==> config.mk <==
export PLATFORM = sky130hd
export DESIGN_NAME = dcache_ctrl
export DESIGN_NICKNAME = d
export VERILOG_FILES = /design/src/dcache_ctrl.sv
export SDC_FILE = /design/constraint.sdc
export NUM_CORES = 1
export LEC_CHECK = 0
export BUFFER_PORTS_ARGS = -buffer_cell sky130_fd_sc_hd__buf_2
export CORE_AREA = 2 2 39 41
export CTS_BUF_LIST = sky130_fd_sc_hd__clkbuf_8 sky130_fd_sc_hd__clkbuf_16
export DETAILED_ROUTE_END_ITERATION = 16
export DIE_AREA = 0 0 41 43
export PLACE_DENSITY = 0.41
export SKIP_LAST_GASP = 1
export SLEW_MARGIN = 15
export SYNTH_ARGS = -nofsm -noshare
export SYNTH_HDL_FRONTEND = slang
export SYNTH_SLANG_ARGS = --single-unit
==> constraint.sdc <==
create_clock -name clock -period 4 [get_ports clock]
set_input_delay 1.2 -clock clock [delete_from_list [all_inputs] [get_ports clock]]
set_output_delay 1.2 -clock clock [all_outputs]
set_load 0.05 [all_outputs]
==> src/dcache_ctrl.sv <==
`timescale 1ns/100ps

module dcache_ctrl #(
    parameter int sets = 4,
    parameter int ways = 2,
    parameter int addr_width = 32
) (
    input  logic clock,
    input  logic reset,
    input  logic read_enable,
    input  logic write_enable,
    input  logic hit,
    input  logic fill_done,
    input  logic evict_done,
    input  logic victim_dirty,
    output logic send_enable,
    output logic start_fill,
    output logic start_evict,
    output logic install,
    output logic store_write,
    output logic lookup_select_victim
);

    localparam logic [2:0] st_idle = 3'd0;
    localparam logic [2:0] st_evict = 3'd1;      // Dirty victim going out
    localparam logic [2:0] st_fill = 3'd2;       // Line coming in
    localparam logic [2:0] st_install = 3'd3;
    localparam logic [2:0] st_access = 3'd4;     // Replay on the installed line
    localparam logic [2:0] st_done = 3'd5;

    logic [2:0] state;
    logic request;

    assign request = read_enable | write_enable;

    // Line store points at the victim while a miss is in flight
    assign lookup_select_victim = (state == st_evict) || (state == st_fill) ||
                                  (state == st_install);
    assign install = (state == st_install);

    // Store lands on the same edge that raises send_enable
    assign store_write = write_enable && hit && ((state == st_idle) || (state == st_access));

    always_ff @(posedge clock) begin
        if (reset) begin
            state <= st_idle;
            send_enable <= 1'b0;
            start_fill <= 1'b0;
            start_evict <= 1'b0;
        end else begin
            send_enable <= 1'b0;    // All three are single-cycle pulses
            start_fill <= 1'b0;
            start_evict <= 1'b0;
            case (state)
                st_idle: begin
                    if (request) begin
                        if (hit) begin
                            state <= st_done;
                            send_enable <= 1'b1;
                        end else if (victim_dirty) begin
                            state <= st_evict;
                            start_evict <= 1'b1;
                        end else begin
                            state <= st_fill;
                            start_fill <= 1'b1;
                        end
                    end
                end
                st_evict: begin
                    if (evict_done) begin
                        state <= st_fill;
                        start_fill <= 1'b1;
                    end
                end
                st_fill: begin
                    if (fill_done)
                        state <= st_install;
                end
                st_install: state <= st_access;
                st_access: begin
                    state <= st_done;
                    send_enable <= 1'b1;
                end
                // Core drops its enable on this edge
                st_done: state <= st_idle;
                default: state <= st_idle;
            endcase
        end
    end

endmodule

==> metrics <==
Worst Setup Slack, final=1060 ps; Placed Cells=63; MaxCap Viol Count=0; M1 GR Usage=approximately an eighth; port bufs=13; worst slack, placed=about 1100 ps; total CTS buffers=3; Layout Skew=1.57 ps; CP bufs+invs=2; most used cell, CP=buf_2; instance count on the critical path=3; Overall Power=approximately 0.27 mW; CP startpoint kind=primary input; Synth Area per Inst=8.54 sq um; post-route setup TNS=0 ps; CTS sink count=6; CTS tree=built; PostCTS Resize Cnt=0; fin cells=66; Die H=approximately 43 um; Synth Register Bits=6; layout cells sized above 1=between 30% and 40%; final core utilization=between 30% and 40%; M2 GR Usage=around 11%; grt ovf=0; worst r2r path cells=3; met3 Use GR=under 10%; fin crit share=between 70 and 80%; initial antenna violation count=0; CP Class=primary input to primary output; Initial Util=around 22%; most frequent cells in the layout=13 x buf_2, 6 x dfxtp_1; HPWL Detailed=529 um; post-CTS setup buffers=0; Seq/Total Area, Yosys=about two fifths; largest net degree at the start of global routing=10; clock root cell=clkbuf_8; family with the most delay on the worst path=buffers and inverters; CP max stage delay=~250 ps; actual slew at the worst max-slew pin=472 ps; Syn Nets=43; Hold Crit Depth=1; final wirelength=between 600 and 700 um; FFs w/ async S/R, synth=0%; crit-path cells=buf_2 -> and3_1 -> buf_2; die width=slightly above 40 um; first-pass GRT wire length=~1100 um; Cells after Synth=35; commonest non-fill, non-tap cell in the layout=buf_2; # nets final=60; Hold/Removal Path Class=flop to flop; WL per Instance=10.3 um; Distinct cells, synth=21; slew margin rel.=68.4%; 1st-iter DRT viols=2; area delta synth->final=41.0%; Mapped Area=299 sq um; Core ar.=around 1400 sq um; Worst EP arrival=1740 ps; Max FO, Critical Path=6; LEAKAGE=approximately 0.19 nW; Final setup viols=0; Rows=14; fin crit period=~2900 ps; hold_buf cts=0; final hold violation count=0; RD Place Congestion=0.729; Worst-path clk slew=roughly 30 ps; Ports=14; DRC=0; Crit path required time=about 2800 ps; gr usage total=a little under a tenth; worst skew pair latency=220 ps; vias=~310; DR vias/cell=around 4.7; fmax=roughly 340 MHz; vias in the first global route=approximately 290; VDD IR max=around 0.21 mV; Post-synth EDFFs=0; final slew viol count=0; TritonRoute pass-1 iters=4; RSZ-0062 raised after global routing=false; warnings from Yosys=0; PD cells=between 600 and 700 nW/um^2; buffer depth of the longest clock path=2; die footprint=1760 sq um; htree depth=1; CP max-delay cell=buf_2; busiest grt layer=met1; status=completed; # diodes=0; ys flop type=dfxtp_1; Critical Path End Type=primary output; Antenna Nets Post-Route=0
[Yosys cell counts, drive strengths merged, types with 2 or more instances]
library cell	number	area, sq um
nand2b	3	18.8
a2111oi	2	23.8
dfxtp	6	120
or2	3	18.8
nand2	3	11.3
nor2	2	7.51
nor4	2	12.5
nor3	3	15.0
[metal layers]
| layer | routed length [um] | share of wire, % |
|---|---|---|
| met1 | 333 | 49 |
| met2 | 285 | 42 |
| met3 | 62 | 9.1 |
| met4 | 0 | 0 |
| met5 | 0 | 0 |
[report_power, final]
part | total, mW | switching, mW | internal, mW | leakage, nW
logic | 0.100 | 0.0674 | 0.0328 | 0.121
clock network | 0.0883 | 0.0238 | 0.0644 | 0.0216
registers | 0.0864 | 0.0148 | 0.0716 | 0.0494
[cells by family after synthesis]
group                  count (synthesis)  share of synthesized area, %
flip-flops                             6                          40.2
AO/OA/AOI/OAI                          7                          19.7
AND/OR/NAND/NOR                       20                          37.7
buffers and inverters                  2                          2.51
[worst paths after layout]
check / start / to / slack (ps)
setup reg to reg: state[0] / state[0] / 2620
hold reg to reg: state[1] / start_fill / 570
setup / recovery: hit / store_write / 1060
hold / removal: state[1] / start_fill / 570
[cell type report]
type / instances / area [sq um]
inverter: 1 / 3.75
sequential: 6 / 120
multi-input combinational: 27 / 171
tap: 16 / 20.0
fill: 155 / 962
timing repair buffer: 13 / 65.1
clock buffer: 3 / 41.3
[flip-flops by register name (all words and copies together) (netlist names)]
name         cells
send_enable      1
start_evict      1
start_fill       1
state            3
[through the flow]
stage | hold WS, ps | instance area [sq um]
5_1_grt | 603 | 422
4_1_cts | 570 | 422
6_report | 571 | 422
3_3_place_gp | 578 | 380
3_5_place_dp | 566 | 380
2_1_floorplan | 502 | 299
Note: power is estimated with default switching activity, not from simulation.
