--- config.mk ---
export PLATFORM = sky130hd
export DESIGN_NAME = lane_align
export DESIGN_NICKNAME = d
export VERILOG_FILES = /design/src/dcache_pkg.sv /design/src/lane_align.sv
export SDC_FILE = /design/constraint.sdc
export NUM_CORES = 1
export LEC_CHECK = 0
export ABC_CLOCK_PERIOD_IN_PS = 6900
export BUFFER_PORTS_ARGS = -buffer_cell sky130_fd_sc_hd__buf_4
export CAP_MARGIN = 20
export CORE_AREA = 3 3 105 107
export DETAILED_ROUTE_END_ITERATION = 6
export DIE_AREA = 0 0 108 110
export PLACE_DENSITY = 0.91
export SYNTH_ARGS = -nofsm -noshare
export SYNTH_HDL_FRONTEND = slang
export SYNTH_SLANG_ARGS = --single-unit
export TNS_END_PERCENT = 1
--- constraint.sdc ---
create_clock -name vclk -period 6.9
set_clock_uncertainty 0.05 [all_clocks]
set_input_delay 1.38 -clock vclk [all_inputs]
set_output_delay 1.38 -clock vclk [all_outputs]
set_load 0.01 [all_outputs]
--- src/dcache_pkg.sv ---
package dcache_pkg;

    // Core and bus word width
    localparam int data_width = 64;

    // Line geometry, eight 64-bit words per line
    localparam int beats_per_line = 8;
    localparam int line_offset_width = 6;

    // Access size codes as the core sends them
    typedef logic [2:0] size_t;

    localparam size_t size_byte = 3'd1;
    localparam size_t size_half = 3'd2;
    localparam size_t size_word = 3'd4;
    localparam size_t size_double = 3'd7;

    // AXI burst fields for one whole line
    localparam logic [7:0] axi_len_line = 8'd7;    // Eight beats
    localparam logic [2:0] axi_size_word = 3'd3;   // 8 bytes per beat
    localparam logic [1:0] axi_burst_incr = 2'd1;

endpackage

--- src/lane_align.sv ---
`timescale 1ns/100ps

module lane_align (
    input  logic [63:0] read_word,
    input  logic [2:0] byte_offset,
    input  dcache_pkg::size_t data_size,
    input  logic load_sign,
    input  logic [63:0] data_input,
    output logic [63:0] data_out,
    output logic [63:0] store_word,
    output logic [7:0] store_mask
);

    logic [63:0] shifted;
    logic [7:0] lanes;

    // Addressed load bytes moved down to bit 0
    always_comb begin
        shifted = read_word >> {byte_offset, 3'b000};
        case (data_size)
            dcache_pkg::size_byte: data_out = {{56{load_sign & shifted[7]}}, shifted[7:0]};
            dcache_pkg::size_half: data_out = {{48{load_sign & shifted[15]}}, shifted[15:0]};
            dcache_pkg::size_word: data_out = {{32{load_sign & shifted[31]}}, shifted[31:0]};
            default: data_out = shifted;    // Double word
        endcase
    end

    // Store byte-lane mask follows the access size
    always_comb begin
        case (data_size)
            dcache_pkg::size_byte: lanes = 8'h01;
            dcache_pkg::size_half: lanes = 8'h03;
            dcache_pkg::size_word: lanes = 8'h0f;
            default: lanes = 8'hff;
        endcase
        store_mask = lanes << byte_offset;
        store_word = data_input << {byte_offset, 3'b000};
    end

endmodule

==> flow_metrics.env <==
export IMPL_status="completed"
export IMPL_routed_wl_mm=18.20
export IMPL_firstDrtPassIters=5
export IMPL_ys_seq_area_share_pct=0
export IMPL_die_height_um=110
export IMPL_gp_congestion=0.9757
export IMPL_max_freq_mhz=189.6
export IMPL_floorplan_initialDensity_pct=42.83
export IMPL_synthCells=632
export IMPL_seq_cell_count=0
export IMPL_synth_warnings=0
export IMPL_crit_path_start_kind="primary input"
export IMPL_drc=0
export IMPL_rsz0062_at_grt="no"
export IMPL_antennaDiodeCount=0
export IMPL_netlist_area_leader_share_pct=22.16
export IMPL_required_ns=5.47
export IMPL_placement_io_buffers=271
export IMPL_io_pins=271
export IMPL_area_delta_synth_final_pct=43.00
export IMPL_power_density_nw_per_um2=83.59
export IMPL_post_drt_wl_per_cell_um=18.55
export IMPL_worst_pin_slew_ns=0.8837
export IMPL_die_w_um=108
export IMPL_period_minus_slack_ns=5.275
export IMPL_core_rowCount=37
export IMPL_antenna_found_initial=0
export IMPL_nClkBuffers=0
export IMPL_tns_ns=0
export IMPL_ys_types=56
export IMPL_cellLeakagePower_nw=3.083
export IMPL_stdcell_count=981
export IMPL_first_iter_violations=535
export IMPL_cts_resized=0
export IMPL_fin_crit_sh_pct=76.45
export IMPL_dr_total_vias=5847
export IMPL_final_core_util_pct=61.25
export IMPL_setup_violations=0
export IMPL_viasPerCell=5.960
export IMPL_holdBufCountCts=0
export IMPL_worst_path_max_fanout=82
export IMPL_grt_pass1_vias=5216
export IMPL_dp_hpwl_mm=13.98
export IMPL_dp_cells=981
export IMPL_postCtsSetupBuffers=0
export IMPL_grt_pass1_wl_mm=27.08
export IMPL_core_um2=10230
export IMPL_final_area_um2=6266
export IMPL_grt_overflow_total=0
export IMPL_syn_area_um2=4382
export IMPL_seqCellArea_um2=0
export IMPL_slew_headroom_pct=40.76
export IMPL_synth_area_per_cell_um2=6.933
export IMPL_yosysTopAreaCell="mux2i_1"
export IMPL_hp_class="in -> out"
export IMPL_worst_ep_arrival_time_ns=3.85
export IMPL_ir_drop_v=0.00005567
export IMPL_yosys_top_cells_area="mux2i_1, mux2_2, nand2_1"
export IMPL_slew_violations=0
export IMPL_syn_nets=767
export IMPL_criticalPathCategory="in -> out"
export IMPL_grt_max_degree=83
export IMPL_die_area_um2=11880
export IMPL_grtUsageTotal_pct=27.89
export IMPL_end_kind="primary output"
export IMPL_placed_area_um2=6266
export IMPL_drive_above_1_share_pct=42.01
export IMPL_fin_nets=982
export IMPL_hold_viol=0
export IMPL_cap_viol_max_count=0
export IMPL_drtAntennaViolNets=0
## through the flow
step           hold slack [ns]  power (mW)  setup WS (ns)
2_1_floorplan            2.825      0.2867          2.723
3_3_place_gp             3.018      0.5107          1.755
3_5_place_dp             3.025      0.5170          1.730
4_1_cts                  3.026      0.5188          1.729
5_1_grt                  3.045      0.5645          1.497
6_report                 3.024      0.5237          1.625
## critical path: stages
cell and delay [ns]:
buf_6 0.56, inv_2 0.27, a2111oi_4 0.39, nor4_2 0.14
nor2_2 0.58, o21ai_0 0.27, buf_4 0.21
## cells by family after synthesis
family,Yosys count,share of synthesized area (%)
compound gates,194,28.18
xor+xnor,2,0.3998
buf+inv,72,9.537
mux,146,38.52
simple gates,218,23.36
## synth_stat cells (all sizes together), types with 9 or more instances
cell type	count
a211oi	24
o22ai	20
mux2	35
nor2	67
mux2i	97
buf	56
o31ai	9
mux4	14
clkbuf	12
nand2	91
nor2b	20
and2	9
a21oi	47
o21ai	67
nand2b	9
## cells in the final DEF, fill, tap and decap left out, drive strengths merged, types with 2 or more instances in the layout
cell type,n
nand3b,6
a21oi,47
o21ai,67
inv,4
a211oi,24
nor2,67
and2,9
nand2,91
nand2b,9
nor2b,20
a31oi,7
nand3,2
nor3,7
mux4,14
o31a,2
buf,281
mux2,35
or3,2
mux2i,97
o22ai,20
a2111oi,3
o31ai,9
a22oi,7
## metal layers
layer	vias to the layer above	global-route usage (%)	routed length, um
li1	2757	-	-
met1	2703	35.99	7122
met2	341	47.25	8746
met3	46	5.183	1736
met4	0	8.656	597
met5	-	0	0
## worst paths after layout
path	start	endpoint	slack (ns)	cells past startpoint
setup / recovery	byte_offset[1]	data_out[16]	1.62	7
hold / removal	read_word[63]	data_out[63]	3.02	4
## layout make-up
cell class,count,area [um2]
well taps,136,170.2
repair buffers,281,2117
multi-input cells,560,3964
fillers,905,3965
inverters,4,15.01
## power breakdown
| part | internal (mW) | total [mW] | leakage [nW] | switching [mW] |
|---|---|---|---|---|
| registers | 0 | 0 | 0 | 0 |
| clock network | 0 | 0 | 0 | 0 |
| logic | 0.254 | 0.524 | 3.08 | 0.270 |
| total | 0.254 | 0.524 | 3.08 | 0.270 |
Power figures use the tool's default switching activity.
