<file path="src/dcache_pkg.sv">
package dcache_pkg;

    // Core and bus word width
    localparam int data_width = 64;

    // Line geometry, eight 64-bit words per line
    localparam int beats_per_line = 8;
    localparam int line_offset_width = 6;

    // Access size codes as the core sends them
    typedef logic [2:0] size_t;

    localparam size_t size_byte = 3'd1;
    localparam size_t size_half = 3'd2;
    localparam size_t size_word = 3'd4;
    localparam size_t size_double = 3'd7;

    // AXI burst fields for one whole line
    localparam logic [7:0] axi_len_line = 8'd7;    // Eight beats
    localparam logic [2:0] axi_size_word = 3'd3;   // 8 bytes per beat
    localparam logic [1:0] axi_burst_incr = 2'd1;

endpackage

</file>
<file path="src/line_store.sv">
`timescale 1ns/100ps

module line_store #(
    parameter int sets = 4,
    parameter int ways = 2
) (
    input  logic clock,
    input  logic [$clog2(sets)-1:0] set_index,
    input  logic [$clog2(ways)-1:0] way,
    input  logic [2:0] word_index,
    input  logic [dcache_pkg::beats_per_line-1:0][63:0] fill_line,
    input  logic fill,
    input  logic [63:0] store_word,
    input  logic [7:0] store_mask,
    input  logic store_write,
    output logic [63:0] read_word,
    output logic [dcache_pkg::beats_per_line-1:0][63:0] victim_line
);

    // One packed line per set and way
    logic [dcache_pkg::beats_per_line-1:0][63:0] lines [sets][ways];

    assign read_word = lines[set_index][way][word_index];
    assign victim_line = lines[set_index][way];    // Whole line for write-back

    always_ff @(posedge clock) begin
        if (fill) begin
            lines[set_index][way] <= fill_line;
        end else if (store_write) begin
            // Merge only the enabled byte lanes
            for (int b = 0; b < 8; b++) begin
                if (store_mask[b])
                    lines[set_index][way][word_index][b*8 +: 8] <= store_word[b*8 +: 8];
            end
        end
    end

endmodule

</file>
<file path="config.mk">
export PLATFORM = sky130hd
export DESIGN_NAME = line_store
export DESIGN_NICKNAME = d
export VERILOG_FILES = /design/src/dcache_pkg.sv /design/src/line_store.sv
export SDC_FILE = /design/constraint.sdc
export NUM_CORES = 2
export LEC_CHECK = 0
export ABC_CLOCK_PERIOD_IN_PS = 4200
export BUFFER_PORTS_ARGS = -buffer_cell sky130_fd_sc_hd__buf_2
export CAP_MARGIN = 20
export CORE_UTILIZATION = 52
export CTS_BUF_LIST = sky130_fd_sc_hd__clkbuf_8
export DETAILED_ROUTE_END_ITERATION = 10
export PLACE_DENSITY = 0.7
export SYNTH_ARGS = -nofsm -noshare
export SYNTH_HDL_FRONTEND = slang
export SYNTH_SLANG_ARGS = --single-unit
</file>
<file path="constraint.sdc">
create_clock -name clock -period 4.2 [get_ports clock]
set_input_delay 0.63 -clock clock [delete_from_list [all_inputs] [get_ports clock]]
set_output_delay 0.63 -clock clock [all_outputs]
set_load 0.1 [all_outputs]
</file>
==> results.py <==
metrics = {
    "outcome": {
        "status": "finished with violations",
        "violations": "negative setup slack",
    },
    "critical_path": {
        "required_ns": 3.57,
        "crit_arrival_ns": 3.63,
        "worst-path-buf-inv": 6,
        "cpLargestDelayFamily": "buffers and inverters",
        "crit_path_end_kind": "output port",
        "path_class": "in -> out",
        "crit_chain": "buf_16, buf_12, buf_12, buf_4, mux2_2, o22ai_1, a222oi_1, buf_4, a22oi_1, nand4_1, buf_12",
        "cp_slowest_cell": "a222oi_1",
        "critPathMaxFanout": 19,
        "startpoint_type": "input port",
        "slowest_delay_ns": 0.82,
        "cp_common_cell": "buf_12",
    },
    "synthesis": {
        "ys_types": 64,
        "synth.avg_cell_area_um2": 17.1,
        "synth_area_um2": 174000,
        "synthArstFlopShare_pct": 0,
        "syn_inst": 10186,
        "syn_nets": 10779,
        "synth-seq-cells": 4096,
        "yosysMostFrequentCell": "edfxtp_1",
        "yosys-top-cells-area": "edfxtp_1 (71%), mux2_2 (11%), mux4_2 (4.3%)",
        "synth_edf_count": 4096,
        "synth-main-ff-cell": "edfxtp_1",
        "yosysTopAreaCellShare_pct": 70.6,
        "ys_seq_area_share_pct": 70.6,
        "yosys.area.top_type": "edfxtp_1",
        "yosys-top-cells-count": "edfxtp_1 (4096), mux2_2 (1661), nor2_1 (647), nand2_1 (611), o22ai_1 (610)",
        "ys_warn_count": 0,
    },
    "timing": {
        "tns_ns": -0.169,
        "fmax_mhz": 235,
        "worst_slack_ns": -0.0644,
        "drv_slew": 0,
        "max-slew-margin-rel_pct": 26.5,
        "min_period_over_period_pct": 102,
        "worst_pin_slew_ns": 1.10,
        "worst_hold_slack_ns": 0.153,
        "hold_violations": 0,
        "period_needed_ns": 4.26,
        "setup_viol": 6,
    },
    "final_layout": {
        "drive_gt1_share_pct": 41.4,
        "largest_reg_flops": 4096,
        "largest_registers": "lines x4096",
        "fin_area_um2": 220000,
        "final_nets": 13894,
        "synthToLayoutAreaGrowth_pct": 26.3,
        "top_register": "lines",
    },
    "die": {
        "core-area_um2": 333000,
        "die_height_um": 581,
        "fp.dieArea_um2": 337000,
        "io_pins": 1169,
        "dieWidth_um": 581,
        "rows": 212,
        "start_util_pct": 52.2,
    },
    "power_and_ir_drop": {
        "vdd_ir_drop_max_uv": 347,
        "p_int_mw": 67.6,
        "p_leak_nw": 78.4,
        "power.density_nw_per_um2": 437,
        "power.switching_mw": 28.5,
        "power_frac_seq_pct": 48.7,
        "combPwrFrac_pct": 18.3,
        "power_frac_clock_pct": 33.0,
        "netSwitchingFraction_pct": 29.7,
        "totalPowerFinal_mw": 96.2,
    },
    "route": {
        "wl_met1_um": 225000,
        "drc": 0,
        "dr_wl_met3_um": 108000,
        "wl_um": 688000,
        "top_layer_used": "met5",
        "first_pass_iters": 9,
        "drt-initial-drc-count": 18900,
        "wl_per_cell_um": 37.7,
        "postRouteAntennaNets": 0,
        "num_vias": 121429,
        "detailroute.wirelength.met2_um": 301000,
        "vias_per_cell": 6.65,
    },
    "grt": {
        "grt_usage_pct": 40.0,
        "antenna_found_initial": 123,
        "overflow": 0,
        "grt_pass1_wl_um": 933000,
        "grt_max_degree": 87,
        "first_global_vias": 118633,
    },
    "worst_hold_path": {
        "min_path_type": "in -> reg",
    },
    "clocking": {
        "cts_tree": "done",
        "cts.sinks": 4096,
        "clk_pin_slew_worst_paths_ns": 0.06,
        "cts_made_buffers": 651,
        "htree_levels": 6,
        "cts_root_buf": "clkbuf_8",
        "clockBufferDepth": 4,
    },
    "job": {
        "maxCapViolations": 0,
    },
    "placement": {
        "gp_congestion": 0.950,
        "port_buffers": 1168,
        "post_dp_cell_area_um2": 203000,
        "dp_hpwl_um": 487000,
        "pre_cts_slack_ns": -0.248,
    },
}
power by group through the flow:
| stage | combinational [mW] | sequential, mW | clock (mW) |
|---|---|---|---|
| detailed placement | 16.6 | 47.7 | 0 |
| finish | 17.6 | 46.8 | 31.8 |
| floorplan | 9.19 | 47.5 | 0 |
| global route | 17.7 | 46.9 | 33.4 |
| CTS | 17.2 | 46.8 | 31.7 |
| global placement | 16.5 | 47.6 | 0 |
metal layers:
metal	track usage, %	vias to the layer above
met2	59.2	10958
met5	0	-
met1	50.9	60784
li1	-	47603
met4	25.7	56
met3	12.8	2028
final cells by class:
| type | instances | area, um2 |
|---|---|---|
| inverters | 6 | 45.0 |
| clock buffers | 654 | 9000 |
| repair buffers | 3183 | 31300 |
| fillers | 22588 | 113000 |
| diodes | 79 | 198 |
| flip-flops and latches | 4096 | 123000 |
| multi-input cells | 5363 | 48300 |
| well taps | 4387 | 5490 |
| clock inverters | 490 | 2720 |
layout by cell type, fill, tap and decap left out, drive strengths merged, types with 4 or more instances in the layout:
cell type and count:
a2111o 10, a211o 4, a211oi 35, a21boi 7
a21o 4, a21oi 232, a221oi 65, a222oi 144
a22o 82, a22oi 178, a2bb2oi 84, and2 14
and3 5, buf 2668, bufinv 11, clkbuf 656
clkinv 248, clkinvlp 10, diode 79, dlygate4sd3 512
edfxtp 4096, inv 227, mux2 1661, mux2i 372
mux4 342, nand2 614, nand2b 10, nand3 21
nand4 34, nor2 691, nor2b 30, nor3 16
nor4 9, o21ai 11, o221a 10, o221ai 19
o22ai 610, o31ai 12, o32ai 8, or3 5
kinds of logic (layout without fill, tap and decap cells):
kind of cell	after synthesis	count (layout)	share of synthesized area, %
buf+inv	727	4333	2.37
flops	4096	4096	70.6
mux	2375	2375	17.3
simple gates	1457	1457	3.44
compound gates	1531	1531	6.26
other cells	0	79	0
through the flow:
stage,instances,util (%)
finish,18258,66.0
global route,18211,66.0
CTS,18170,65.9
detailed placement,16511,60.8
global placement,16509,60.8
floorplan,10186,-
final timing paths:
check | cells past startpoint | slack [ns] | endpoint | from
setup / recovery | 11 | -0.06 | read_word[60] | set_index[1]
hold / removal | 2 | 0.15 | lines[2][783]$_DFFE_PP_ | store_word[15]
timing repair:
item,in CTS,in global routing
resized for setup,43,18
endpoints found under the setup margin,23,17
hold endpoints to repair,4096,0
hold buffers,512,0
buffers inserted,5,8
gates cloned,1,1
pin swaps,9,7
Note: power is estimated with default switching activity, not from simulation.
