**src/dcache_pkg.sv**
```systemverilog
package dcache_pkg;

    // Core and bus word width
    localparam int data_width = 64;

    // Line geometry, eight 64-bit words per line
    localparam int beats_per_line = 8;
    localparam int line_offset_width = 6;

    // Access size codes as the core sends them
    typedef logic [2:0] size_t;

    localparam size_t size_byte = 3'd1;
    localparam size_t size_half = 3'd2;
    localparam size_t size_word = 3'd4;
    localparam size_t size_double = 3'd7;

    // AXI burst fields for one whole line
    localparam logic [7:0] axi_len_line = 8'd7;    // Eight beats
    localparam logic [2:0] axi_size_word = 3'd3;   // 8 bytes per beat
    localparam logic [1:0] axi_burst_incr = 2'd1;

endpackage

```
**src/tag_store.sv**
```systemverilog
`timescale 1ns/100ps

module tag_store #(
    parameter int sets = 4,
    parameter int ways = 2,
    parameter int addr_width = 32
) (
    input  logic clock,
    input  logic reset,
    input  logic [addr_width-1:0] address,
    input  logic install,
    input  logic set_dirty,
    output logic hit,
    output logic [$clog2(ways)-1:0] hit_way,
    output logic [$clog2(ways)-1:0] victim_way,
    output logic [addr_width-$clog2(sets)-dcache_pkg::line_offset_width-1:0] victim_tag,
    output logic victim_dirty
);

    localparam int index_width = $clog2(sets);
    localparam int way_width = $clog2(ways);
    localparam int tag_width = addr_width - index_width - dcache_pkg::line_offset_width;

    logic [tag_width-1:0] tags [sets][ways];
    logic [ways-1:0] valid [sets];
    logic [ways-1:0] dirty [sets];
    logic [way_width-1:0] rr_count;    // Round-robin pointer for full sets
    logic [index_width-1:0] index;
    logic [tag_width-1:0] tag;

    assign index = address[dcache_pkg::line_offset_width +: index_width];
    assign tag = address[addr_width-1 -: tag_width];

    always_comb begin
        hit = 1'b0;
        hit_way = '0;
        for (int w = 0; w < ways; w++) begin
            if (valid[index][w] && tags[index][w] == tag) begin
                hit = 1'b1;
                hit_way = w[way_width-1:0];
            end
        end
    end

    // Downward loop so the lowest invalid way wins
    always_comb begin
        victim_way = rr_count;
        for (int w = ways - 1; w >= 0; w--) begin
            if (!valid[index][w])
                victim_way = w[way_width-1:0];
        end
    end

    assign victim_tag = tags[index][victim_way];
    assign victim_dirty = valid[index][victim_way] & dirty[index][victim_way];

    always_ff @(posedge clock) begin
        if (reset) begin
            for (int s = 0; s < sets; s++) begin
                valid[s] <= '0;
                dirty[s] <= '0;
            end
            rr_count <= '0;
        end else if (install) begin
            valid[index][victim_way] <= 1'b1;
            dirty[index][victim_way] <= 1'b0;    // Fresh line from memory
            if (&valid[index])
                rr_count <= (rr_count == way_width'(ways - 1)) ? '0 : rr_count + 1'b1;
        end else if (set_dirty) begin
            dirty[index][hit_way] <= 1'b1;
        end
    end

    always_ff @(posedge clock) begin
        if (install)
            tags[index][victim_way] <= tag;
    end

endmodule

```
**config.mk**
```make
export PLATFORM = sky130hd
export DESIGN_NAME = tag_store
export DESIGN_NICKNAME = d
export VERILOG_FILES = /design/src/dcache_pkg.sv /design/src/tag_store.sv
export SDC_FILE = /design/constraint.sdc
export NUM_CORES = 1
export LEC_CHECK = 0
export BUFFER_PORTS_ARGS = -buffer_cell sky130_fd_sc_hd__buf_4
export CORE_MARGIN = 5
export CORE_UTILIZATION = 60
export DETAILED_ROUTE_END_ITERATION = 8
export GPL_TIMING_DRIVEN = 0
export PLACE_DENSITY = 0.79
export SETUP_SLACK_MARGIN = 0.2
export SLEW_MARGIN = 20
export SYNTH_ARGS = -nofsm -noshare
export SYNTH_HDL_FRONTEND = slang
export SYNTH_SLANG_ARGS = --single-unit
```
**constraint.sdc**
```tcl
create_clock -name clock -period 3.7 [get_ports clock]
set_input_delay 0.185 -clock clock [delete_from_list [all_inputs] [get_ports clock]]
set_output_delay 0.185 -clock clock [all_outputs]
set_load 0.01 [all_outputs]
```
==> results.toml <==
[status]
status = "finished, final reports clean"

[timing]
rsz0062_at_grt = "no"
finalHoldViolCount = 0
finClkSkew_ps = 21.3
finalWorstSetupSlack_ps = 435
setup_viol_count_final = 0
tightest_slew_ps = 634
min_period_ps = 3270
fmax_mhz = 306
final.period_utilization_pct = 88.3
final_max_slew_viol_count = 0
setup_tns_ps = 0
relSlewSlack_pct = 57.7

[placed_design]
dp.cells = 736
post-place-ws_ps = 145
portBuffers = 55
hpwlAfterDp_um = 13300
place_congestion = 0.865

[detailed_routing]
wire_per_inst_um = 25.1
vias = 5027
drt_wl_total_um = 20000
via_per_inst = 6.30
postRouteAntennaNets = 0
drc = 0
first_pass_iters = 5
drt_iter0_markers = 763

[setup_path]
cp_slowest_cell = "nor4_1"
cp.required_ps = 3510
path_max_fanout = 10
critical_path_arrival_ps = 3080
slowest_delay_ps = 460
worstSetupPathType = "input pin to output port"
worstSetupStartpoint = "address[7]"
path_cells = "buf_2, buf_4, buf_2, buf_2, mux4_2, xnor2_1, nor4_1, nand3_1, o21ai_0, buf_4"
cp-start-kind = "input pin"
crit_top_cell = "buf_2"
r2r-start = "valid[1][1]$_SDFFCE_PN0P_"
end_kind = "output port"

[global_routing]
grt_overflow_total = 0
top_usage_layer = "met2"
met2_usage_pct = 38.1
grt_pass1_wl_um = 30900
grt.met3_usage_pct = 4.05
grtUsageMet1_pct = 32.4
grt_max_degree = 21
grt_pass1_vias = 5241
grtUsageTotal_pct = 23.0
antenna_found_initial = 0

[synth]
seq_area_frac_synth_pct = 69.8
synthArstFlopShare_pct = 0
synth_top_area_share_pct = 69.6
syn_nets = 525
synth_cells = 489
synth_top_cell_by_area = "edfxtp_1"
yosysWarnings = 0
ys_types = 43
synth_seq_cells = 209
syn_area_um2 = 8970
avgSynthCellArea_um2 = 18.3
ys.flop_type = "edfxtp_1"
synth_edf_count = 208
synth.area.top_cells = "edfxtp_1 (70%), mux4_2 (10%), mux2_2 (3.0%)"

[pwr]
p_leak_nw = 3.67
power_density_nw_per_um2 = 488
switching_share_pct = 21.9
finalPower_mw = 5.26
ir_drop_uv = 403
switchingPower_mw = 1.15
comb_power_share_pct = 10.9
clkPwrFrac_pct = 38.0
p_int_mw = 4.11
seqPwrFrac_pct = 51.1

[floorplanning]
fp.dieH_um = 132
dieArea_um2 = 17500
die_x_um = 132
start_util_pct = 61.5
rows = 44
pin_count = 64
core_area_um2 = 14600

[clocking]
clkLatencyLatePin_ps = 490
cts_buffers = 21
cts_htree_levels = 1
ctsRootBufferMaster = "clkbuf_16"
postCtsSetupRepairBufs = 0
cts.sinks = 209
clockBufferDepth = 3
tritoncts = "done"
clkTransAtPathRegs_ps = 60

[hold_path]
min-delay-start = "install"
hp-class = "input pin to flop"

[layout]
area_growth_pct = 20.1
finalNonFillerCells = 798
nets = 636
layout_commonest_cell = "edfxtp_1"
utilization_pct = 73.8
final_cell_mix = "edfxtp_1 (208), buf_4 (60), mux4_2 (41)"
drive_gt1_share_pct = 30.5
antenna_cells = 0

[job]
drv_cap = 0
flip-flops by register name, summed over array words and instances, names as in the netlist:
signal / flops
tags: 192
dirty: 8
rr_count: 1
valid: 8
repair_timing:
action,4_1_cts,5_1_grt
gates resized for setup,1,0
setup endpoints to repair,1,0
hold endpoints to repair,188,0
hold buffers,25,0
cells by family (layout without fill, tap and decap cells):
| family | count (synthesis) | after routing | share of synthesized area [%] |
|---|---|---|---|
| xor+xnor | 43 | 43 | 4.20 |
| simple gates | 88 | 88 | 4.81 |
| compound gates | 36 | 36 | 2.68 |
| buf+inv | 28 | 153 | 1.84 |
| mux | 85 | 85 | 16.6 |
| flops | 209 | 209 | 69.8 |
per-layer routing:
metal | wire length, um | up-vias | part of all wire [%]
li1 | - | 2177 | -
met1 | 8020 | 2580 | 40
met2 | 10100 | 244 | 51
met3 | 1560 | 26 | 7.8
met4 | 329 | 0 | 1.6
met5 | 0 | - | 0
area by class of cell:
class	count	area (um2)
Inverter	8	31.3
Multi-Input combinational cell	252	2600
Tap cell	184	230
Fill cell	841	3820
Buffer	20	135
Clock inverter	11	97.6
Sequential cell	209	6270
Clock buffer	26	544
Timing Repair Buffer	88	868
path summary, 6_finish.rpt:
check / end / slack (ps) / depth (start not counted)
max: hit / 430 / 10
min reg2reg: rr_count$_SDFFE_PP0P_ / 600 / 3
max reg2reg: tags[1][10]$_DFFE_PP_ / 780 / 7
min: rr_count$_SDFFE_PP0P_ / 90 / 4
critical path: cells and delay by family:
family | cells | cell delay (ps)
buf+inv | 5 | 1370
simple gates | 2 | 610
mux | 1 | 390
compound gates | 1 | 300
xor+xnor | 1 | 210
power groups by stage:
stage / Sequential, mW / Combinational [mW] / Clock [mW]
floorplan: 2.73 / 0.301 / 0
finish: 2.69 / 0.571 / 2.00
global placement: 2.74 / 0.510 / 0
detailed placement: 2.74 / 0.545 / 0
CTS: 2.69 / 0.572 / 2.02
global route: 2.69 / 0.610 / 2.12
stage by stage:
step           hold slack, ps  area [um2]
6_report                 94.7       10800
5_1_grt                   144       10800
4_1_cts                  91.4       10800
3_5_place_dp              378        9880
3_3_place_gp              370        9610
2_1_floorplan             257        8970
Yosys cell counts (2+ instances only):
master    number
xnor2_1       23
xor2_1        20
nand2b_1       2
nand4_1        6
buf_2          7
mux2i_1       14
a21oi_1        4
nor4_1         3
nand2_1       33
nor2_1        23
mux2_2        24
buf_6          2
nor3_1         8
nor2b_1        2
buf_4          5
mux4_2        41
inv_1          6
o21bai_1       6
o21ai_0       15
nand3_1        4
o221ai_1       2
mux4_1         6
or2_2          2
clkbuf_1       4
a222oi_1       2
edfxtp_1     208
Power figures use the tool's default switching activity.
