===== config.mk =====
export PLATFORM = sky130hd
export DESIGN_NAME = line_mover
export DESIGN_NICKNAME = d
export VERILOG_FILES = /design/src/dcache_pkg.sv /design/src/line_mover.sv
export SDC_FILE = /design/constraint.sdc
export NUM_CORES = 1
export LEC_CHECK = 0
export BUFFER_PORTS_ARGS = -buffer_cell sky130_fd_sc_hd__clkbuf_2
export CAP_MARGIN = 20
export CORE_AREA = 3 3 524 526
export CTS_CLUSTER_SIZE = 20
export DETAILED_ROUTE_END_ITERATION = 10
export DIE_AREA = 0 0 527 529
export PLACE_DENSITY_LB_ADDON = 0.15
export SYNTH_ARGS = -nofsm -noshare
export SYNTH_HDL_FRONTEND = slang
export SYNTH_SLANG_ARGS = --single-unit

===== constraint.sdc =====
create_clock -name clock -period 7.6 [get_ports clock]
set_input_delay 1.9 -clock clock [delete_from_list [all_inputs] [get_ports clock]]
set_output_delay 1.9 -clock clock [all_outputs]
set_load 0.02 [all_outputs]

===== src/dcache_pkg.sv =====
package dcache_pkg;

    // Core and bus word width
    localparam int data_width = 64;

    // Line geometry, eight 64-bit words per line
    localparam int beats_per_line = 8;
    localparam int line_offset_width = 6;

    // Access size codes as the core sends them
    typedef logic [2:0] size_t;

    localparam size_t size_byte = 3'd1;
    localparam size_t size_half = 3'd2;
    localparam size_t size_word = 3'd4;
    localparam size_t size_double = 3'd7;

    // AXI burst fields for one whole line
    localparam logic [7:0] axi_len_line = 8'd7;    // Eight beats
    localparam logic [2:0] axi_size_word = 3'd3;   // 8 bytes per beat
    localparam logic [1:0] axi_burst_incr = 2'd1;

endpackage


===== src/line_mover.sv =====
`timescale 1ns/100ps

module line_mover #(
    parameter int addr_width = 32
) (
    input  logic clock,
    input  logic reset,
    input  logic start_fill,
    input  logic [addr_width-1:0] fill_address,
    input  logic start_evict,
    input  logic [addr_width-1:0] evict_address,
    input  logic [dcache_pkg::beats_per_line-1:0][63:0] evict_line,
    output logic [dcache_pkg::beats_per_line-1:0][63:0] fill_line,
    output logic fill_done,
    output logic evict_done,
    output logic arvalid,
    output logic [addr_width-1:0] araddr,
    output logic [7:0] arlen,
    output logic [2:0] arsize,
    output logic [1:0] arburst,
    input  logic arready,
    input  logic rvalid,
    input  logic [63:0] rdata,
    input  logic rlast,
    output logic rready,
    output logic awvalid,
    output logic [addr_width-1:0] awaddr,
    output logic [7:0] awlen,
    output logic [2:0] awsize,
    output logic [1:0] awburst,
    input  logic awready,
    output logic wvalid,
    output logic [63:0] wdata,
    output logic [7:0] wstrb,
    output logic wlast,
    input  logic wready,
    input  logic bvalid,
    output logic bready
);

    localparam int beat_width = $clog2(dcache_pkg::beats_per_line);

    logic [beat_width-1:0] beat;    // Fill and evict never overlap so they share it
    logic [dcache_pkg::beats_per_line-1:0][63:0] evict_buffer;

    assign arlen = dcache_pkg::axi_len_line;
    assign arsize = dcache_pkg::axi_size_word;
    assign arburst = dcache_pkg::axi_burst_incr;
    assign awlen = dcache_pkg::axi_len_line;
    assign awsize = dcache_pkg::axi_size_word;
    assign awburst = dcache_pkg::axi_burst_incr;
    assign wstrb = 8'hff;
    assign wdata = evict_buffer[beat];
    assign wlast = wvalid && (beat == beat_width'(dcache_pkg::beats_per_line - 1));

    always_ff @(posedge clock) begin
        if (reset) begin
            arvalid <= 1'b0;
            rready <= 1'b0;
            awvalid <= 1'b0;
            wvalid <= 1'b0;
            bready <= 1'b0;
            fill_done <= 1'b0;
            evict_done <= 1'b0;
            beat <= '0;
        end else begin
            fill_done <= 1'b0;
            evict_done <= 1'b0;
            if (start_fill) begin
                arvalid <= 1'b1;
                beat <= '0;
            end else if (arvalid && arready) begin
                arvalid <= 1'b0;
                rready <= 1'b1;
            end else if (rvalid && rready) begin
                beat <= beat + 1'b1;
                if (rlast) begin
                    rready <= 1'b0;
                    fill_done <= 1'b1;
                end
            end
            // Address and first data beat go out together
            if (start_evict) begin
                awvalid <= 1'b1;
                wvalid <= 1'b1;
                beat <= '0;
            end else begin
                if (awvalid && awready)
                    awvalid <= 1'b0;
                if (wvalid && wready) begin
                    beat <= beat + 1'b1;
                    if (wlast) begin
                        wvalid <= 1'b0;
                        bready <= 1'b1;
                    end
                end
                if (bvalid && bready) begin
                    bready <= 1'b0;
                    evict_done <= 1'b1;
                end
            end
        end
    end

    always_ff @(posedge clock) begin
        if (start_fill)
            araddr <= fill_address;
        if (start_evict) begin
            awaddr <= evict_address;
            evict_buffer <= evict_line;    // Victim copied before the refill overwrites it
        end
        if (rvalid && rready)
            fill_line[beat] <= rdata;
    end

endmodule


==> impl_metrics.ini <==
[synthesis]
synth_compound_area_frac = 0.00272
synth_adder_area_share = 0.000671
synth_area_leader_cell = edfxtp_1
async_flop_share = 0
yosysWarnings = 0
syn_area_um2 = 37300
synth_top_family_by_area = multiplexers
synth-edff-count = 1088
synth_top_cells_by_count = edfxtp_1, nand2_1, mux4_2
synthMuxAreaShare = 0.0773
synthFlopType = edfxtp_1
avgSynthCellArea_um2 = 24.0
synthTopCellsByArea = edfxtp_1, mux4_2, nand2_1
synth_top_area_share = 0.876
synthCells = 1552
yosysMostFrequentCell = edfxtp_1
synth-seq-area-share = 0.881
yosysUniqueCellTypes = 28
yosys.area_share.simple = 0.0239
synthXorXnorAreaFrac = 0
ys_ff_latch = 1098

[critical_path]
worstSetupPathType = flop to primary output
startpoint = beat[2]
rr_startpoint = beat[2]
rrSetupSlack_ps = 4280
path_max_fanout = 44
end_kind = primary output
critPathLaunchType = flop
required_ps = 5700
critPathArrivalTime_ps = 3280
endpoint = wdata[44]
rr_worst_depth = 5
r2r-end = fill_line[172]

[flow_run]
drv_cap = 0

[sta]
holdWs_ps = 476
finalSetupViolations = 0
hold_viol_final = 0
final-max-slew-violation-count = 0
final.setup.tns_ps = 0
relSlewSlack = 0.301
rsz0062_at_grt = no
fin_crit_ps = 5180
tightest_slew_ps = 1050
fin_skew_ps = 48.6
fmax_mhz = 193
layout_setup_ws_ps = 2420
fin_crit_sh = 0.682

[floorplanning]
ios = 1332
die_width_um = 527
die-area_um2 = 279000
initial_core_util = 0.138
die_y_um = 529
std_cell_rows = 191
core_um2 = 271000

[clock_tree]
cts.repair.resized = 0
post-cts-setup-buffers = 0
clk_pin_slew_ps = 60
cts_hold_buf = 0
cts_tree = yes
cts.htree.levels = 4
cts_buffers = 141
clockBufferDepth = 4
clkLatencyLatePin_ps = 770
clock_sinks = 1098
cts_root_buffer = clkbuf_16

[global_route]
grt_overflow = 0
grt_pass1_wl_um = 204000
grt_antenna_before_repair = 58
grt_pass1_vias = 22507
grt_max_degree = 147
grtUsageTotal = 0.105

[place]
gp_congestion = 0.739
port_buffers = 1297
post-place-cells = 6400
hpwl_um = 115000
pre_cts_slack_ps = 3070
place_area_um2 = 48300

[detailed_routing]
drtIter0Drc = 1196
finalWirelength_um = 153000
via_per_inst = 3.14
vias = 20926
drc = 0
ant_nets = 0
wl_per_cell_um = 23.0
dr.pass1.iters = 5

[min_path]
hp-class = flop to flop

[pwr]
power_density_nw_per_um2 = 266
p_comb_frac = 0.049
p_leak_nw = 19.4
power.total_mw = 14.0
switching_share = 0.224
p_sw_mw = 3.14
peakVddDrop_v = 0.000143
pwr-share-seq = 0.503
p_int_mw = 10.9
pwr-share-clk = 0.448

[final_layout]
syn2layout_area_growth_pct = 40.8
design_area_um2 = 52500
post-route-util = 0.194
num-fill-cells = 29173
drive_gt1_frac = 0.537
final-instance-count-excl-fill = 6662
nets = 3625

[outcome]
status = complete, no violations
## worst max-delay path, cell delays in order, from the launching register on
cell and delay [ps]:
dfxtp_4 600, clkinv_2 580, buf_4 520, nand2_1 170, nand2_1 210, clkbuf_2 230
## cell type report
cell class,instances,area [um2],area share
Antenna cell,19,47.5,0.000905
Sequential cell,1098,32900,0.626
Clock buffer,177,3750,0.0713
Tap cell,3570,4470,0.0850
Multi-Input combinational cell,402,4080,0.0777
Inverter,5,20.0,0.000381
Timing Repair Buffer,1325,6810,0.130
Clock inverter,66,484,0.00922
## power groups by stage
stage | registers, mW | logic, mW | clock network [mW]
finish | 7.04 | 0.687 | 6.26
global route | 7.06 | 0.747 | 6.77
CTS | 7.05 | 0.717 | 6.56
detailed placement | 7.18 | 0.716 | 0
global placement | 7.18 | 0.716 | 0
floorplan | 7.16 | 0.215 | 0
## flip-flops by register name, indices dropped and copies added, names as in the netlist
name / count
rready: 1
bready: 1
evict_done: 1
awaddr: 32
beat: 3
evict_buffer: 512
araddr: 32
arvalid: 1
fill_line: 512
fill_done: 1
awvalid: 1
wvalid: 1
## how the worst min path moves through the flow
stage | start | slack, ps | cells past startpoint | to
3_5_place_dp | awvalid | 470 | 2 | awvalid
6_report | awvalid | 480 | 2 | awvalid
2_1_floorplan | awvalid | 540 | 2 | awvalid
4_1_cts | awvalid | 480 | 2 | awvalid
3_3_place_gp | awvalid | 470 | 2 | awvalid
5_1_grt | awvalid | 500 | 2 | awvalid
## per-layer routing
metal	global-route usage	up-vias	part of all wire
met5	0	-	0.0027
met4	0.0294	64	0.025
met3	0.0455	246	0.099
met2	0.174	1072	0.48
met1	0.124	10467	0.40
li1	-	9077	-
## cells in the final DEF, fill, tap and decap left out, types with 5 or more instances in the layout
| cell | count |
|---|---|
| clkbuf_1 | 32 |
| mux4_2 | 128 |
| clkbuf_16 | 145 |
| buf_4 | 20 |
| edfxtp_1 | 1088 |
| dfxtp_1 | 7 |
| nor2_1 | 5 |
| conb_1 | 34 |
| diode_2 | 19 |
| nand2_1 | 197 |
| nor2_4 | 6 |
| clkbuf_2 | 1296 |
| buf_12 | 8 |
| clkinv_2 | 21 |
| clkinv_1 | 27 |
| clkinvlp_4 | 5 |
## cells by family (layout without fill, tap and decap cells)
| family | Yosys count | count (layout) |
|---|---|---|
| compound gates | 13 | 13 |
| buf+inv | 84 | 1573 |
| simple gates | 225 | 225 |
| fa+ha+maj | 2 | 2 |
| other cells | 2 | 53 |
| mux | 128 | 128 |
| flops | 1098 | 1098 |
(Power assumes the default switching activity.)
